--- config.mk ---
export PLATFORM = sky130hd
export DESIGN_NAME = bus_response_mux
export DESIGN_NICKNAME = d
export VERILOG_FILES = /design/src/verilog/apb_pkg.sv /design/src/verilog/bus_map_pkg.sv /design/src/verilog/bus_response_mux.sv
export VERILOG_INCLUDE_DIRS = /design/src /design/src/verilog
export SDC_FILE = /design/constraint.sdc
export NUM_CORES = 1
export LEC_CHECK = 0
export ABC_AREA = 1
export CAP_MARGIN = 30
export CORE_MARGIN = 3
export CORE_UTILIZATION = 40
export DETAILED_ROUTE_END_ITERATION = 7
export DONT_BUFFER_PORTS = 1
export PLACE_DENSITY = 0.65
export REMOVE_ABC_BUFFERS = 1
export SKIP_LAST_GASP = 1
export SLEW_MARGIN = 20
export SYNTH_ARGS = -nofsm -noshare
export SYNTH_HDL_FRONTEND = slang
export SYNTH_SLANG_ARGS = --single-unit
export TNS_END_PERCENT = 5
--- constraint.sdc ---
create_clock -name vclk -period 0.9
set_clock_uncertainty 0.1 [all_clocks]
set_input_delay 0.18 -clock vclk [all_inputs]
set_output_delay 0.18 -clock vclk [all_outputs]
set_load 0.01 [all_outputs]
--- src/verilog/cluster_bus_settings.svh ---
`ifndef CLUSTER_BUS_SETTINGS_SVH
`define CLUSTER_BUS_SETTINGS_SVH

// Initiator ports in index order: instr, data, dma, ext
`define NB_INITIATORS 4

// Target ports in index order: tcdm, periph, ext
`define NB_TARGETS 3

// APB field widths
`define ADDR_WIDTH 32
`define DATA_WIDTH 32

// Cluster id and the shift that turns it into a window offset
`define CLUSTER_ID_WIDTH     6
`define CLUSTER_OFFSET_SHIFT 22

// Windows of cluster 0, other clusters are shifted by their offset
`define TCDM_START_ADDR   32'h1000_0000
`define TCDM_END_ADDR     32'h100F_FFFF

// The gap between TCDM_END_ADDR and PERIPH_START_ADDR has no target
`define PERIPH_START_ADDR 32'h1020_0000
`define PERIPH_END_ADDR   32'h103F_FFFF

// Everything below the tcdm window and above the periph window
// belongs to the ext target

`endif
--- src/verilog/apb_pkg.sv ---
`include "cluster_bus_settings.svh"

package apb_pkg;

  // Byte address carried in paddr
  typedef logic [`ADDR_WIDTH-1:0] addr_t;

  // Word carried in pwdata and prdata
  typedef logic [`DATA_WIDTH-1:0] data_t;

endpackage

--- src/verilog/bus_map_pkg.sv ---
`include "cluster_bus_settings.svh"

package bus_map_pkg;

  // Target port indices
  typedef enum logic [1:0] {
    TGT_TCDM   = 2'd0,
    TGT_PERIPH = 2'd1,
    TGT_EXT    = 2'd2
  } target_e;

  // One bit per target, at most one set per initiator
  typedef logic [`NB_TARGETS-1:0] target_sel_t;

  // One bit per initiator, at most one set per target
  typedef logic [`NB_INITIATORS-1:0] initiator_sel_t;

  typedef logic [`CLUSTER_ID_WIDTH-1:0] cluster_id_t;

endpackage

--- src/verilog/bus_response_mux.sv ---
`timescale 1ns/1ps
`include "cluster_bus_settings.svh"

module bus_response_mux (
  input  logic           grant_i       [`NB_TARGETS],
  input  logic           access_i      [`NB_TARGETS],
  input  logic           decode_err_i,
  input  logic           init_penable_i,
  input  logic           tgt_pready_i  [`NB_TARGETS],
  input  apb_pkg::data_t tgt_prdata_i  [`NB_TARGETS],
  input  logic           tgt_pslverr_i [`NB_TARGETS],
  output logic           pready_o,
  output apb_pkg::data_t prdata_o,
  output logic           pslverr_o
);

  bus_map_pkg::target_sel_t granted;

  always_comb begin
    for (int t = 0; t < `NB_TARGETS; t++) begin
      granted[t] = grant_i[t];
    end
  end

  always_comb begin
    pready_o  = 1'b0;
    prdata_o  = '0;
    pslverr_o = 1'b0;
    if (decode_err_i && init_penable_i) begin
      // Unmapped address is answered at once with an error
      pready_o  = 1'b1;
      pslverr_o = 1'b1;
    end else begin
      for (int t = 0; t < `NB_TARGETS; t++) begin
        if (granted[t] && access_i[t]) begin
          pready_o  = tgt_pready_i[t];
          prdata_o  = tgt_prdata_i[t];
          pslverr_o = tgt_pslverr_i[t];
        end
      end
    end
  end

  // Two arbiters may never own the same initiator at once
  always_comb begin
    assert ($onehot0(granted))
      else $error("response mux: initiator granted by targets %b", granted);
  end

endmodule

Yosys cells after proc, flatten, opt, wreduce, memory -nomap -nowiden
Cells that the tools add are included.
{"block": "word_totals", "ff_bits": 0, "latch_bits": 0, "ram_bits": 0, "romBits": 0, "in_bits": 110, "output_inout_bits": 34, "word_cells": 16, "mem_count": 0}
{"block": "op_classes", "add_sub_neg": 0, "n_mul": 0, "div": 0, "n_lt_le_gt_ge": 0, "eq_ne": 0, "n_shift": 0, "mux": 12, "bitwise_logic": 0, "n_reduce_logical": 4}
{"cell": "32-bit 2-to-1 mux", "n": 4}
{"cell": "1-bit 2-to-1 mux", "n": 8}
{"cell": "1-bit logical AND", "n": 4}

Longest topological paths before layout
Gate-level depths: netlist (run 1).
{"block": "depth", "ltp_word": 5, "mapped_depth": 7, "ltp_nobuf": 5}

Worst setup path after synthesis (run 1)
No wires, ideal clock.
{"block": "synth_path", "kind": "input-to-output", "from": "input grant_i[1] (netlist name)", "to": "output prdata_o[13]", "arrival_ns": 0.833, "required_ns": 0.620, "slack_ns": -0.213, "cell_stages": 7, "path_buffers": 2, "cell_sequence": "buf_6 > nand2_8 > inv_6 > buf_12 > nor2_2 > nor2_1 > nor2_1"}
{"block": "synth_between", "elab_chain_cells": 4}
{"element": "start, declared", "line_no": "bus_response_mux.sv:5", "rtl": "input logic grant_i [`NB_TARGETS],"}
{"element": "1-bit logical AND", "line_no": "bus_response_mux.sv:35", "rtl": "if (granted[t] && access_i[t]) begin"}
{"element": "32-bit 2-to-1 mux (2 in a row)", "line_no": "bus_response_mux.sv:35"}
{"element": "32-bit 2-to-1 mux", "line_no": "bus_response_mux.sv:29", "rtl": "if (decode_err_i && init_penable_i) begin"}
{"element": "end, declared", "line_no": "bus_response_mux.sv:13", "rtl": "output apb_pkg::data_t prdata_o,"}
Every way passes these cells.

Worst setup path in the final report (run 1)
{"block": "layout_path", "from": "input grant_i[1] (netlist name)", "to": "output prdata_o[11]"}
Same word-level chain as after synthesis.

==> impl_metrics.py, run 1 <==
metrics = {
    "floorplan": {
        "io_pins": 144,
        "dieArea_um2": 4460,
        "die_w_um": 66.8,
        "start_util_pct": 43.0,
        "placementRows": 21,
        "core_um2": 3440,
        "die_y_um": 66.8,
    },
    "cells_and_area": {
        "synthToLayoutAreaGrowth_pct": 23.0,
        "num_antenna_cells": 0,
        "final_common_cell": "nand3_1",
        "layout.nets": 375,
        "layout_common_cells": "70 x nand3_1, 65 x nor2_2, 39 x nand2_1",
        "instances_no_fill": 309,
        "final_layout_size_suffix_gt1_share_pct": 43.3,
        "seq_area_um2": 0,
        "final_util_pct": 52.9,
        "seq_cells": 0,
        "clock_buffers": 0,
    },
    "power_and_ir_drop": {
        "p_leak_nw": 0.703,
        "p_int_w": 0.000381,
        "power_frac_comb_pct": 100.0,
        "p_clk_share_pct": 0,
        "p_per_area_nw_per_um2": 493,
        "p_switching_w": 0.000515,
        "peakVddDrop_v": 0.000214,
        "seqPwrFrac_pct": 0,
        "switching_share_pct": 57.5,
    },
    "timing": {
        "worst_slack_ps": -124,
        "period_share_pct": 114,
        "setup_viol": 34,
        "slew_viol_final": 0,
        "rsz0062_at_grt": "yes",
        "finalHoldViolations": 0,
        "relSlewSlack_pct": 85.1,
        "fin_tns_setup_ps": -3670,
        "tightest_slew_ps": 221,
        "min_period_ps": 1020,
        "fmax_ghz": 0.977,
    },
    "detailed_routing": {
        "finalWirelength_um": 5100,
        "vias": 1813,
        "drtPass1Iterations": 4,
        "drtIter0Drc": 107,
        "via_per_inst": 5.87,
        "wl_per_cell_um": 16.5,
        "antenna_left": 0,
        "drc": 0,
    },
    "setup_path": {
        "worstPathMaxFanout": 33,
        "cp.arrival_ps": 740,
        "end_kind": "primary output",
        "path_class": "input port to primary output",
        "cp.required_ps": 620,
        "worst_setup_path_start_kind": "input port",
    },
    "outcome": {
        "status": "finished, violations left",
        "violations": "setup timing",
    },
    "placement": {
        "pre_cts_ws_ps": -171,
        "io_buffer_count": 0,
        "hpwl_um": 3150,
        "place_inst": 300,
        "place.gp.congestion": 0.733,
    },
    "min_path": {
        "whs_path_depth": 2,
        "hp-class": "input port to primary output",
    },
    "grt": {
        "grt_use_total_pct": 19.9,
        "overflow": 0,
        "grt_pass1_wl_um": 7260,
        "grt_max_degree": 35,
        "antenna_found_initial": 0,
        "grt_pass1_vias": 1614,
    },
    "clock_network": {
        "postCtsHoldBufs": 0,
    },
    "logic_synthesis": {
        "ys_warn_count": 0,
        "synthCells": 275,
        "synth_seq_area_share_pct": 0,
        "avgSynthCellArea_um2": 5.38,
        "ys_types": 17,
        "syn-cell-area_um2": 1480,
    },
    "flow_run": {
        "drv_cap": 0,
    },
}
## critical path, stage by stage
cell     delay (ps)
nand2_8          80
inv_12           60
buf_16          140
nor2_2          110
nor2_2           40
nor2_2          120
## cell families (layout without fill, tap and decap cells)
| kind of cell | count (synthesis) | in the layout | synth area share (%) |
|---|---|---|---|
| buffers and inverters | 34 | 22 | 18.1 |
| and+or+nand+nor | 209 | 209 | 71.1 |
| AOI/OAI and AO/OA | 32 | 32 | 10.8 |
## power by group through the flow
stage	registers, W	clock network, W	logic [W]
floorplan	0	0	0.000528
global placement	0	0	0.000649
detailed placement	0	0	0.000660
CTS	0	0	0.000858
global route	0	0	0.000980
finish	0	0	0.000897
## synthesized netlist by cell type, drive strengths merged
cell type | number | area share, %
buf | 22 | 13
clkbuf | 7 | 3.0
nor2 | 96 | 35
nand3 | 70 | 24
nand2 | 43 | 12
o21ai | 32 | 11
inv | 5 | 1.6
## final timing paths
kind | start | end | slack [ps]
worst max-delay path | grant_i[1] | prdata_o[11] | -120
worst min-delay path | tgt_prdata_i[21] | prdata_o[21] | 450
## routing by layer
metal	up-vias	wire [µm]	global-route usage (%)
met5	-	0	0
met4	0	48	2.54
met3	6	479	2.19
met2	108	2560	36.6
met1	822	2010	25.1
li1	877	-	-
## final cells by class
cell class,instances,area (µm²)
multi-input cells,241,1440
repair buffers,17,290
well taps,46,57.6
inverters,5,31.3
fillers,373,1620
## per-stage QoR
step	hold slack (ps)	total power, W	cell area (µm²)
2_1_floorplan	444	0.000528	1230
3_3_place_gp	441	0.000649	1400
3_5_place_dp	443	0.000660	1400
4_1_cts	448	0.000858	1750
5_1_grt	453	0.000980	1820
6_report	448	0.000897	1820
## what timing repair did
action,4_1_cts,5_1_grt
endpoints found under the setup margin,34,34
gates resized for setup,58,19
setup buffers,1,0
pin swaps,40,22
gates cloned,5,3
No activity file was read; power rests on OpenSTA's default activity.
==> inputs of run 2 (changes only) <==
==> constraint.sdc (replaced) <==
create_clock -name vclk -period 0.9
set_clock_uncertainty 0.1 [all_clocks]
set_input_delay 0.135 -clock vclk [all_inputs]
set_output_delay 0.135 -clock vclk [all_outputs]
set_load 0.01 [all_outputs]
==> run 2 against run 1 <==
The run still ends with setup timing left. Global-route usage is 0.42 points lower. Core utilization is 0.91 points lower. Setup slack better by 88 ps. Non-clock buffer count is 2 lower. First-iteration DRC count is 28% lower. Design area is 1.7% lower. Routed wire length is 4.1% lower. Largest cell class unchanged.
==> impl_metrics.py, run 2 (synthesis results as in run 1) <==
metrics = {
    "setup_path": {
        "cp.required_ps": 660,
        "path_class": "input port to primary output",
        "end_kind": "primary output",
        "worst_setup_path_start_kind": "input port",
        "cp.arrival_ps": 700,
        "worstPathMaxFanout": 33,
    },
    "cells_and_area": {
        "seq_cells": 0,
        "final_layout_size_suffix_gt1_share_pct": 41.4,
        "seq_area_um2": 0,
        "multi_input_area_um2": 1430,
        "nFillCells": 372,
        "num_antenna_cells": 0,
        "synthToLayoutAreaGrowth_pct": 20.9,
        "final_common_cell": "nand3_1",
        "layout.nets": 373,
        "layout_common_cells": "70 x nand3_1, 63 x nor2_2, 40 x nand2_1",
        "clock_buffers": 0,
    },
    "power_and_ir_drop": {
        "p_int_w": 0.000373,
        "switching_share_pct": 57.5,
        "seqPwrFrac_pct": 0,
        "p_leak_nw": 0.694,
        "power_frac_comb_pct": 100.0,
        "peakVddDrop_v": 0.000227,
        "p_clk_share_pct": 0,
        "p_switching_w": 0.000504,
        "p_per_area_nw_per_um2": 490,
        "total_power_w": 0.000876,
    },
    "grt": {
        "grt_pass1_vias": 1572,
        "grt_use_total_pct": 19.5,
        "antenna_found_initial": 0,
        "overflow": 0,
        "grt_max_degree": 35,
        "grt_pass1_wl_um": 7140,
    },
    "timing": {
        "slew_viol_final": 0,
        "tightest_slew_ps": 220,
        "worst_slack_ps": -36.0,
        "period_share_pct": 104,
        "min_period_ps": 936,
        "setup_viol": 30,
        "relSlewSlack_pct": 85.2,
        "hold_ws_ps": 361,
        "finalHoldViolations": 0,
        "fmax_ghz": 1.07,
        "rsz0062_at_grt": "yes",
    },
    "placement": {
        "io_buffer_count": 0,
        "hpwl_um": 3130,
        "place.gp.congestion": 0.733,
    },
    "detailed_routing": {
        "drtPass1Iterations": 4,
        "antenna_left": 0,
        "finalWirelength_um": 4890,
        "vias": 1772,
        "via_per_inst": 5.77,
        "drc": 0,
        "wl_per_cell_um": 15.9,
        "drtIter0Drc": 77,
    },
    "floorplan": {
        "start_util_pct": 43.0,
        "io_pins": 144,
        "dieArea_um2": 4460,
        "core_um2": 3440,
        "die_y_um": 66.8,
        "die_w_um": 66.8,
        "placementRows": 21,
    },
    "flow_run": {
        "drv_cap": 0,
    },
    "clock_network": {
        "postCtsHoldBufs": 0,
        "postCtsSetupRepairBufs": 0,
    },
    "min_path": {
        "hp-class": "input port to primary output",
    },
    "outcome": {
        "status": "finished, violations left",
        "violations": "setup timing",
    },
}
==> run 2: changes by cell type in the layout (fill, tap and decap cells not counted), sizes merged <==
cell	delta
buf	-2
==> run 2: layout make-up <==
type / count / share of cell area [%]
Multi-Input combinational cell: 241 / 79.7
Timing Repair Buffer: 15 / 15.3
Tap cell: 46 / 3.22
Inverter: 5 / 1.75
==> run 2: path summary, 6_finish.rpt <==
| path | start | to | slack, ps | cells after the start |
|---|---|---|---|---|
| worst min-delay path | tgt_prdata_i[2] | prdata_o[2] | 360 | 2 |
| worst max-delay path | grant_i[1] | prdata_o[11] | -40 | 6 |
==> run 2: critical path: stages <==
cell and delay, ps:
nand2_8 80, inv_12 60, buf_16 140, nor2_4 100, nor2_2 40, nor2_2 140
==> run 2: timing repair <==
| action | in CTS | in global routing |
|---|---|---|
| pin swaps | 46 | 13 |
| endpoints found under the setup margin | 32 | 34 |
| gates resized for setup | 60 | 12 |
| gates cloned | 5 | 2 |
==> run 2: power groups by stage <==
stage	clock network, W	registers (W)	logic, W
floorplan	0	0	0.000528
global placement	0	0	0.000649
detailed placement	0	0	0.000659
CTS	0	0	0.000861
global route	0	0	0.000963
finish	0	0	0.000876
==> run 2: through the flow <==
step           setup slack, ps  std cells  instance area, µm²  setup TNS, ps  utilization, %
2_1_floorplan             -399        246                1230         -12380               -
3_3_place_gp             -54.3        300                1400          -1250            40.7
3_5_place_dp             -81.6        300                1400          -1520            40.7
4_1_cts                  -26.4        305                1750           -566            50.9
5_1_grt                  -60.3        307                1790          -1500            51.9
6_report                 -36.0        307                1790           -509            51.9
==> run 2: routing by layer <==
metal	routed length, µm	global-route usage, %	vias to the layer above
li1	-	-	873
met1	2000	24.6	804
met2	2500	36.6	93
met3	378	2.19	2
met4	4	0.761	0
met5	0	0	-
