### src/verilog/cluster_bus_settings.svh
`ifndef CLUSTER_BUS_SETTINGS_SVH
`define CLUSTER_BUS_SETTINGS_SVH

// Initiator ports in index order: instr, data, dma, ext
`define NB_INITIATORS 4

// Target ports in index order: tcdm, periph, ext
`define NB_TARGETS 3

// APB field widths
`define ADDR_WIDTH 32
`define DATA_WIDTH 32

// Cluster id and the shift that turns it into a window offset
`define CLUSTER_ID_WIDTH     6
`define CLUSTER_OFFSET_SHIFT 22

// Windows of cluster 0, other clusters are shifted by their offset
`define TCDM_START_ADDR   32'h1000_0000
`define TCDM_END_ADDR     32'h100F_FFFF

// The gap between TCDM_END_ADDR and PERIPH_START_ADDR has no target
`define PERIPH_START_ADDR 32'h1020_0000
`define PERIPH_END_ADDR   32'h103F_FFFF

// Everything below the tcdm window and above the periph window
// belongs to the ext target

`endif
### src/verilog/apb_pkg.sv
`include "cluster_bus_settings.svh"

package apb_pkg;

  // Byte address carried in paddr
  typedef logic [`ADDR_WIDTH-1:0] addr_t;

  // Word carried in pwdata and prdata
  typedef logic [`DATA_WIDTH-1:0] data_t;

endpackage

### src/verilog/bus_map_pkg.sv
`include "cluster_bus_settings.svh"

package bus_map_pkg;

  // Target port indices
  typedef enum logic [1:0] {
    TGT_TCDM   = 2'd0,
    TGT_PERIPH = 2'd1,
    TGT_EXT    = 2'd2
  } target_e;

  // One bit per target, at most one set per initiator
  typedef logic [`NB_TARGETS-1:0] target_sel_t;

  // One bit per initiator, at most one set per target
  typedef logic [`NB_INITIATORS-1:0] initiator_sel_t;

  typedef logic [`CLUSTER_ID_WIDTH-1:0] cluster_id_t;

endpackage

### src/verilog/bus_addr_decoder.sv
`timescale 1ns/1ps
`include "cluster_bus_settings.svh"

module bus_addr_decoder (
  input  logic                     psel_i,
  input  apb_pkg::addr_t           paddr_i,
  input  bus_map_pkg::cluster_id_t cluster_id_i,
  output bus_map_pkg::target_sel_t req_o,
  output logic                     decode_err_o
);

  apb_pkg::addr_t offset;
  apb_pkg::addr_t tcdm_start;
  apb_pkg::addr_t tcdm_end;
  apb_pkg::addr_t periph_start;
  apb_pkg::addr_t periph_end;
  logic           hit_tcdm;
  logic           hit_periph;
  logic           hit_ext;

  // Both cluster windows move together with the cluster id
  assign offset       = apb_pkg::addr_t'(cluster_id_i) << `CLUSTER_OFFSET_SHIFT;
  assign tcdm_start   = `TCDM_START_ADDR + offset;
  assign tcdm_end     = `TCDM_END_ADDR + offset;
  assign periph_start = `PERIPH_START_ADDR + offset;
  assign periph_end   = `PERIPH_END_ADDR + offset;

  assign hit_tcdm   = (paddr_i >= tcdm_start) && (paddr_i <= tcdm_end);
  assign hit_periph = (paddr_i >= periph_start) && (paddr_i <= periph_end);

  // Ext owns both ends of the address space around the cluster
  assign hit_ext = (paddr_i < tcdm_start) || (paddr_i > periph_end);

  always_comb begin
    req_o = '0;
    req_o[bus_map_pkg::TGT_TCDM]   = psel_i && hit_tcdm;
    req_o[bus_map_pkg::TGT_PERIPH] = psel_i && hit_periph;
    req_o[bus_map_pkg::TGT_EXT]    = psel_i && hit_ext;
  end

  // What is left between the two windows is unmapped
  assign decode_err_o = psel_i && !hit_tcdm && !hit_periph && !hit_ext;

  // A selected access lands in exactly one place, either a target or the gap
  always_comb begin
    if (psel_i) begin
      assert ($onehot({req_o, decode_err_o}))
        else $error("decoder: address %h maps to %b err %b", paddr_i, req_o, decode_err_o);
    end
  end

endmodule

### config.mk
export PLATFORM = sky130hd
export DESIGN_NAME = bus_addr_decoder
export DESIGN_NICKNAME = d
export VERILOG_FILES = /design/src/verilog/apb_pkg.sv /design/src/verilog/bus_map_pkg.sv /design/src/verilog/bus_addr_decoder.sv
export VERILOG_INCLUDE_DIRS = /design/src /design/src/verilog
export SDC_FILE = /design/constraint.sdc
export NUM_CORES = 1
export LEC_CHECK = 0
export CAP_MARGIN = 20
export CORE_AREA = 2 2 39 41
export DETAILED_ROUTE_END_ITERATION = 8
export DIE_AREA = 0 0 41 43
export DONT_BUFFER_PORTS = 1
export MAX_ROUTING_LAYER = met4
export SLEW_MARGIN = 20
export SYNTH_ARGS = -nofsm -noshare
export SYNTH_HDL_FRONTEND = slang
export SYNTH_SLANG_ARGS = --single-unit
### constraint.sdc
create_clock -name vclk -period 2.1
set_input_delay 0.105 -clock vclk [all_inputs]
set_output_delay 0.105 -clock vclk [all_outputs]
set_load 0.05 [all_outputs]
### After elaboration in Yosys (flattened, before gate mapping)

Cells that the tools add are included.

* register bits: 0
* bits in latches: 0
* memory bits (writable): 0
* bits in read-only memories: 0
* input port bits: 39
* logic and storage cells: 22
* memories: 0

* add/sub/neg operators: 4
* multiply operators: 0
* divide/modulo/power cells: 0
* magnitude comparators: 6
* equality and inequality tests: 0
* shifts and indexed selects: 0
* mux-type cells: 0
* bitwise gates (word level): 0
* reduce and logical (&&, ||, !) cells: 12

Operators with widths (count)
* 29-bit by 28-bit adder with 30-bit output, first input constant: 4
* 32-bit by 30-bit greater-or-equal comparator with 1-bit output: 2
* 32-bit by 30-bit less-or-equal comparator with 1-bit output: 2
* 32-bit by 30-bit > comparator with 1-bit output: 1
* 32-bit by 30-bit less-than comparator with 1-bit output: 1
* 1-bit logical AND: 8
* 1-bit zero test: 3
* 1-bit logical OR: 1

### Depth between registers and ports, before layout

Gate-level depths: netlist of run 1.

* word-level depth: 7
* depth in mapped cells: 7
* depth with buffers taken out: 7

### Least setup slack after synthesis of run 1

OpenSTA, ideal clock, no wires.

* path type: in2out
* from: in cluster_id_i[5]
* to: out decode_err_o
* arrival: 2.527 ns
* required time: 1.995 ns
* slack: -0.532 ns
* stages: 7
* buffers on the path: 0
* cells stage by stage: inv_1 -> ha_1 -> nand3_1 -> o22ai_1 -> nor4_2 -> nand3_1 -> nor4_1

* longest elaborated chain between the ends: 7

RTL lines
* from (decl): line bus_addr_decoder.sv:7 `input bus_map_pkg::cluster_id_t cluster_id_i,`
* 29-bit by 28-bit adder with 30-bit output (no source line)
* 32-bit by 30-bit greater-or-equal comparator with 1-bit output / 32-bit by 30-bit less-or-equal comparator with 1-bit output (equally long branches): line bus_addr_decoder.sv:28 `assign hit_tcdm = (paddr_i >= tcdm_start) && (paddr_i <= tcdm_end);`
* 1-bit logical AND: line bus_addr_decoder.sv:28
* 1-bit zero test: line bus_addr_decoder.sv:42 `assign decode_err_o = psel_i && !hit_tcdm && !hit_periph && !hit_ext;`
* 1-bit logical AND (2 in series): line bus_addr_decoder.sv:42
* 1-bit logical AND (*): line bus_addr_decoder.sv:42
* to (decl): line bus_addr_decoder.sv:9 `output logic decode_err_o`

Every way passes the cells marked *; elsewhere a longest branch is shown, timed or not.

### Final worst setup path of run 1

* from: in cluster_id_i[5]
* to: out req_o[1]

* longest elaborated chain between the ends: 4

RTL lines
* 29-bit by 28-bit adder with 30-bit output (no source line)
* 32-bit by 30-bit greater-or-equal comparator with 1-bit output / 32-bit by 30-bit less-or-equal comparator with 1-bit output (equally long branches): line bus_addr_decoder.sv:29 `assign hit_periph = (paddr_i >= periph_start) && (paddr_i <= periph_end);`
* 1-bit logical AND (*): line bus_addr_decoder.sv:29
* 1-bit logical AND (*): line bus_addr_decoder.sv:37 `req_o[bus_map_pkg::TGT_PERIPH] = psel_i && hit_periph;`
* to (decl): line bus_addr_decoder.sv:8 `output bus_map_pkg::target_sel_t req_o,`

Marked as above.

==> results of run 1 <==
[layer usage]
layer / global-route usage / routed length, µm / share of wire
met1: 0.1108 / 359 / 0.35
met3: 0.01047 / 126 / 0.12
met4: 0 / 0 / 0
met5: - / 0 / 0
met2: 0.2156 / 527 / 0.52
[area by class of cell]
cell class	count	area, µm²	area share
inverter	9	33.78	0.07278
multi-input combinational	53	387.9	0.8356
tap	16	20.02	0.04313
timing repair buffer	3	22.52	0.04852
[logic make-up after synthesis]
family	Yosys count	share of synthesized area
AND/OR/NAND/NOR	35	0.5000
AO/OA/AOI/OAI	11	0.1950
buffers and inverters	9	0.08490
adder cells (fa/ha/maj)	7	0.2201
[cells in the final DEF (no fill, tap or decap), types with 2 or more instances in the layout]
cell	instances
nand4_1	5
ha_1	7
nor4_1	5
nor3_1	3
a21oi_1	3
nand3_1	4
nor2_1	5
inv_1	9
buf_4	3
nor4_2	2
nand2_1	4
[stage by stage]
stage / power, mW / util / cells / hold WS, ns
after floorplan: 0.04311 / - / 62 / 0.3788
after global placement: 0.04921 / 0.3354 / 81 / 0.4755
after detailed placement: 0.05080 / 0.3354 / 81 / 0.4743
after CTS: 0.05119 / 0.3354 / 81 / 0.4757
after global routing: 0.05947 / 0.3354 / 81 / 0.4827
final: 0.05019 / 0.3354 / 81 / 0.4738
[cells in the mapped netlist, types with 3 or more instances]
library cell / instances
nor3_1: 3
a21oi_1: 3
nand3_1: 4
ha_1: 7
nor2_1: 5
nand2_1: 4
nor4_1: 6
nand4_1: 5
inv_1: 9
[worst paths after layout]
path                       startpoint       end  slack (ns)  cells after the start
worst max-delay path  cluster_id_i[5]  req_o[1]        0.35                      8
worst min-delay path           psel_i  req_o[2]        0.47                      1
[power groups by stage]
stage | sequential, mW | combinational [mW] | clock, mW
5_1_grt | 0 | 0.0595 | 0
3_3_place_gp | 0 | 0.0492 | 0
2_1_floorplan | 0 | 0.0431 | 0
3_5_place_dp | 0 | 0.0508 | 0
4_1_cts | 0 | 0.0512 | 0
6_report | 0 | 0.0502 | 0
==> flow_metrics.env, run 1 <==
export IMPL_ir_drop_mv=0.03882
export IMPL_fmax_mhz=570.4
export IMPL_worst_slew_pin_slew_ns=0.4919
export IMPL_regArea_um2=0
export IMPL_synth_area_leaders="ha_1 (22%), nor4_1 (9.4%), inv_1 (8.5%)"
export IMPL_internal_power_mw=0.02018
export IMPL_coreArea_mm2=0.001384
export IMPL_rsz0062_at_grt="false"
export IMPL_drt_vias_per_instance=6.012
export IMPL_crit_slowest_cell="a2111oi_4"
export IMPL_synth_cells=62
export IMPL_ios=43
export IMPL_netlist_area_um2=397.9
export IMPL_die_h_um=43
export IMPL_grt_util_all_layers=0.1085
export IMPL_nFlopsAndLatches=0
export IMPL_antenna_found_initial=0
export IMPL_portBuffers=0
export IMPL_cp_top_family="compound AO/OA/AOI/OAI gates"
export IMPL_nets=113
export IMPL_synth_top_area_frac=0.2201
export IMPL_slew_viol_final=0
export IMPL_yosys_warnings=0
export IMPL_drc=0
export IMPL_drive_gt1_frac=0.1385
export IMPL_via_count=487
export IMPL_clkbuf_count=0
export IMPL_cts_resized=0
export IMPL_synth_cell_type_count=25
export IMPL_hold_path_class="in -> out"
export IMPL_finalHoldViolations=0
export IMPL_cp_required_ns=2.00
export IMPL_grt_pass1_wl_mm=1.373
export IMPL_setup_ws_ns=0.3470
export IMPL_crit_chain="inv_1, ha_1, nand3_1, o22ai_1, nor4_2, o21ai_1, a2111oi_4, buf_4"
export IMPL_status="finished clean"
export IMPL_slew_headroom=0.6745
export IMPL_arrival_ns=1.65
export IMPL_switching_share=0.5979
export IMPL_gp_congestion=0.7412
export IMPL_start_util=0.2875
export IMPL_dieArea_mm2=0.001763
export IMPL_drv_cap=0
export IMPL_ys_seq_area_frac=0
export IMPL_final_fill_count=172
export IMPL_grt_pass1_vias=401
export IMPL_period_share=0.8348
export IMPL_first_iter_violations=1
export IMPL_overflow=0
export IMPL_synth_largest_area_cell="ha_1"
export IMPL_post_cts_repair_setup_buffers=0
export IMPL_area_growth_pct=16.67
export IMPL_leakage_nw=0.1656
export IMPL_wl_mm=1.014
export IMPL_slowest_delay_ns=0.30
export IMPL_finalSetupViolCount=0
export IMPL_synth_net_count=108
export IMPL_critPathLaunchType="input pin"
export IMPL_ant_nets=0
export IMPL_pwr_share_comb=1.000
export IMPL_path_max_fanout=4
export IMPL_power_switching_mw=0.03001
export IMPL_fin_area_um2=464.2
export IMPL_firstDrtPassIters=4
export IMPL_row_count=14
export IMPL_power_density_mw_per_mm2=108.1
export IMPL_synth_area_per_cell_um2=6.417
export IMPL_period_needed_ns=1.753
export IMPL_crit_path_end_kind="output port"
export IMPL_finalSetupTns_ns=0
export IMPL_holdBufCountCts=0
export IMPL_grt_max_degree=6
export IMPL_clockPowerShare=0
export IMPL_antenna_cells=0
export IMPL_wl_per_cell_um=12.52
export IMPL_critPathBufInv=2
export IMPL_die_w_um=41
export IMPL_dp_slack_ns=0.3141
export IMPL_placed_area_um2=464.2
export IMPL_dp_hpwl_um=971.9
export IMPL_seq_power_share=0
export IMPL_critPathKind="in -> out"
No activity file was read; power rests on OpenSTA's default activity.
==> run 2: changes to the inputs <==
Clock period 2.1 ns to 1.41 ns, I/O delays scaled along.
==> run 2 against run 1 <==
The flow now finishes with violations (setup timing). Design area is 52% higher. Via count up 3.1%. Non-clock buffer count rose by 6. Clock-buffer cell count stayed put. Die area is the same. First-iteration DRC count rose to 5.0 times the previous value. Combinational power rose to 2.8 times the previous value. Core utilization rose by 17 points.
==> flow_metrics.env, run 2 (synthesis gave the netlist of run 1 again) <==
export IMPL_status="finished with violations"
export IMPL_failed_checks="setup timing"
export IMPL_slew_viol_final=0
export IMPL_crit_chain="inv_12, ha_4, a21oi_4, o22ai_4, nor4_4, o21ai_2, a2111oi_4, buf_12"
export IMPL_power_density_mw_per_mm2=201.2
export IMPL_die_w_um=41
export IMPL_critPathBufInv=2
export IMPL_seq_power_share=0
export IMPL_grt_max_degree=5
export IMPL_clockPowerShare=0
export IMPL_wl_mm=1.055
export IMPL_wl_per_cell_um=12.13
export IMPL_start_util=0.2875
export IMPL_overflow=0
export IMPL_crit_path_end_kind="output port"
export IMPL_post_cts_repair_setup_buffers=0
export IMPL_cp_top_family="compound AO/OA/AOI/OAI gates"
export IMPL_cp_required_ns=1.34
export IMPL_firstDrtPassIters=2
export IMPL_clkbuf_count=0
export IMPL_antenna_found_initial=0
export IMPL_grt_pass1_wl_mm=1.807
export IMPL_nFlopsAndLatches=0
export IMPL_finalSetupViolCount=3
export IMPL_coreArea_mm2=0.001384
export IMPL_dp_hpwl_mm=1.048
export IMPL_gp_congestion=0.8213
export IMPL_period_needed_ns=1.570
export IMPL_period_share=1.113
export IMPL_arrival_ns=1.50
export IMPL_power_switching_mw=0.07119
export IMPL_drc=0
export IMPL_ant_nets=0
export IMPL_slowest_delay_ns=0.37
export IMPL_internal_power_mw=0.07053
export IMPL_antenna_cells=0
export IMPL_pwr_share_comb=1.000
export IMPL_finalHoldViolations=0
export IMPL_row_count=14
export IMPL_drive_gt1_frac=0.4648
export IMPL_fmax_mhz=637.0
export IMPL_final_cell_mix="inv_1 (6), buf_4 (6), nand4_1 (5), nor4_1 (5)"
export IMPL_finalSetupTns_ns=-0.4597
export IMPL_die_h_um=43
export IMPL_drt_vias_per_instance=5.770
export IMPL_grt_util_all_layers=0.1383
export IMPL_slew_headroom=0.7738
export IMPL_via_count=502
export IMPL_switching_share=0.5023
export IMPL_critPathLaunchType="input pin"
export IMPL_portBuffers=0
export IMPL_critPathKind="in -> out"
export IMPL_nets=119
export IMPL_crit_slowest_cell="a2111oi_4"
export IMPL_setup_ws_ns=-0.1599
export IMPL_drv_cap=0
export IMPL_grt_pass1_vias=512
export IMPL_path_max_fanout=4
export IMPL_rsz0062_at_grt="true"
export IMPL_leakage_nw=0.2277
export IMPL_area_growth_pct=77.04
export IMPL_regArea_um2=0
export IMPL_worst_slew_pin_slew_ns=0.3368
export IMPL_ios=43
export IMPL_hold_path_class="in -> out"
export IMPL_total_power_mw=0.1417
export IMPL_dieArea_mm2=0.001763
export IMPL_first_iter_violations=5
export IMPL_ir_drop_mv=0.1364
==> run 2: cell count changes in the layout (fill, tap and decap cells not counted), moves of 3 or more <==
cell     previous run  this run
buf_12              0         3
buf_4               3         6
ha_1                7         4
ha_4                0         3
inv_1               9         6
nand3_1             4         1
==> run 2: power groups by stage <==
| stage | sequential [mW] | combinational (mW) | clock [mW] |
|---|---|---|---|
| 2_1_floorplan | 0 | 0.114 | 0 |
| 3_3_place_gp | 0 | 0.139 | 0 |
| 3_5_place_dp | 0 | 0.142 | 0 |
| 4_1_cts | 0 | 0.143 | 0 |
| 5_1_grt | 0 | 0.156 | 0 |
| 6_report | 0 | 0.142 | 0 |
==> run 2: final cells by class <==
type,count,area [µm²]
fill,142,679.4
inverter,9,46.29
multi-input combinational,53,533.0
tap,16,20.02
timing repair buffer,9,105.1
==> run 2: per-layer routing <==
layer / global-route usage / part of all wire
met2: 0.2375 / 0.51
met4: 0 / 0
met1: 0.1841 / 0.40
met5: - / 0
met3: 0.005236 / 0.089
==> run 2: path summary, 6_finish.rpt <==
check | cells after the start | end | startpoint | slack [ns]
max | 8 | req_o[1] | cluster_id_i[5] | -0.16
min | 1 | req_o[2] | psel_i | 0.29
==> run 2: stage by stage <==
step	util	setup slack (ns)	hold slack [ns]	instances	cell area, µm²
2_1_floorplan	-	-0.2616	0.3148	62	568.0
3_3_place_gp	0.5009	-0.1745	0.3359	87	693.2
3_5_place_dp	0.5009	-0.1642	0.3350	87	693.2
4_1_cts	0.5045	-0.1765	0.3350	87	698.2
5_1_grt	0.5090	-0.2499	0.2956	87	704.4
6_report	0.5090	-0.1599	0.2947	87	704.4
==> run 2: what timing repair did <==
| action | in CTS | in global routing |
|---|---|---|
| gates cloned | 0 | 0 |
| endpoints found under the setup margin | 4 | 4 |
| hold buffers | 0 | 0 |
| gates resized for setup | 1 | 1 |
| pin swaps | 1 | 0 |
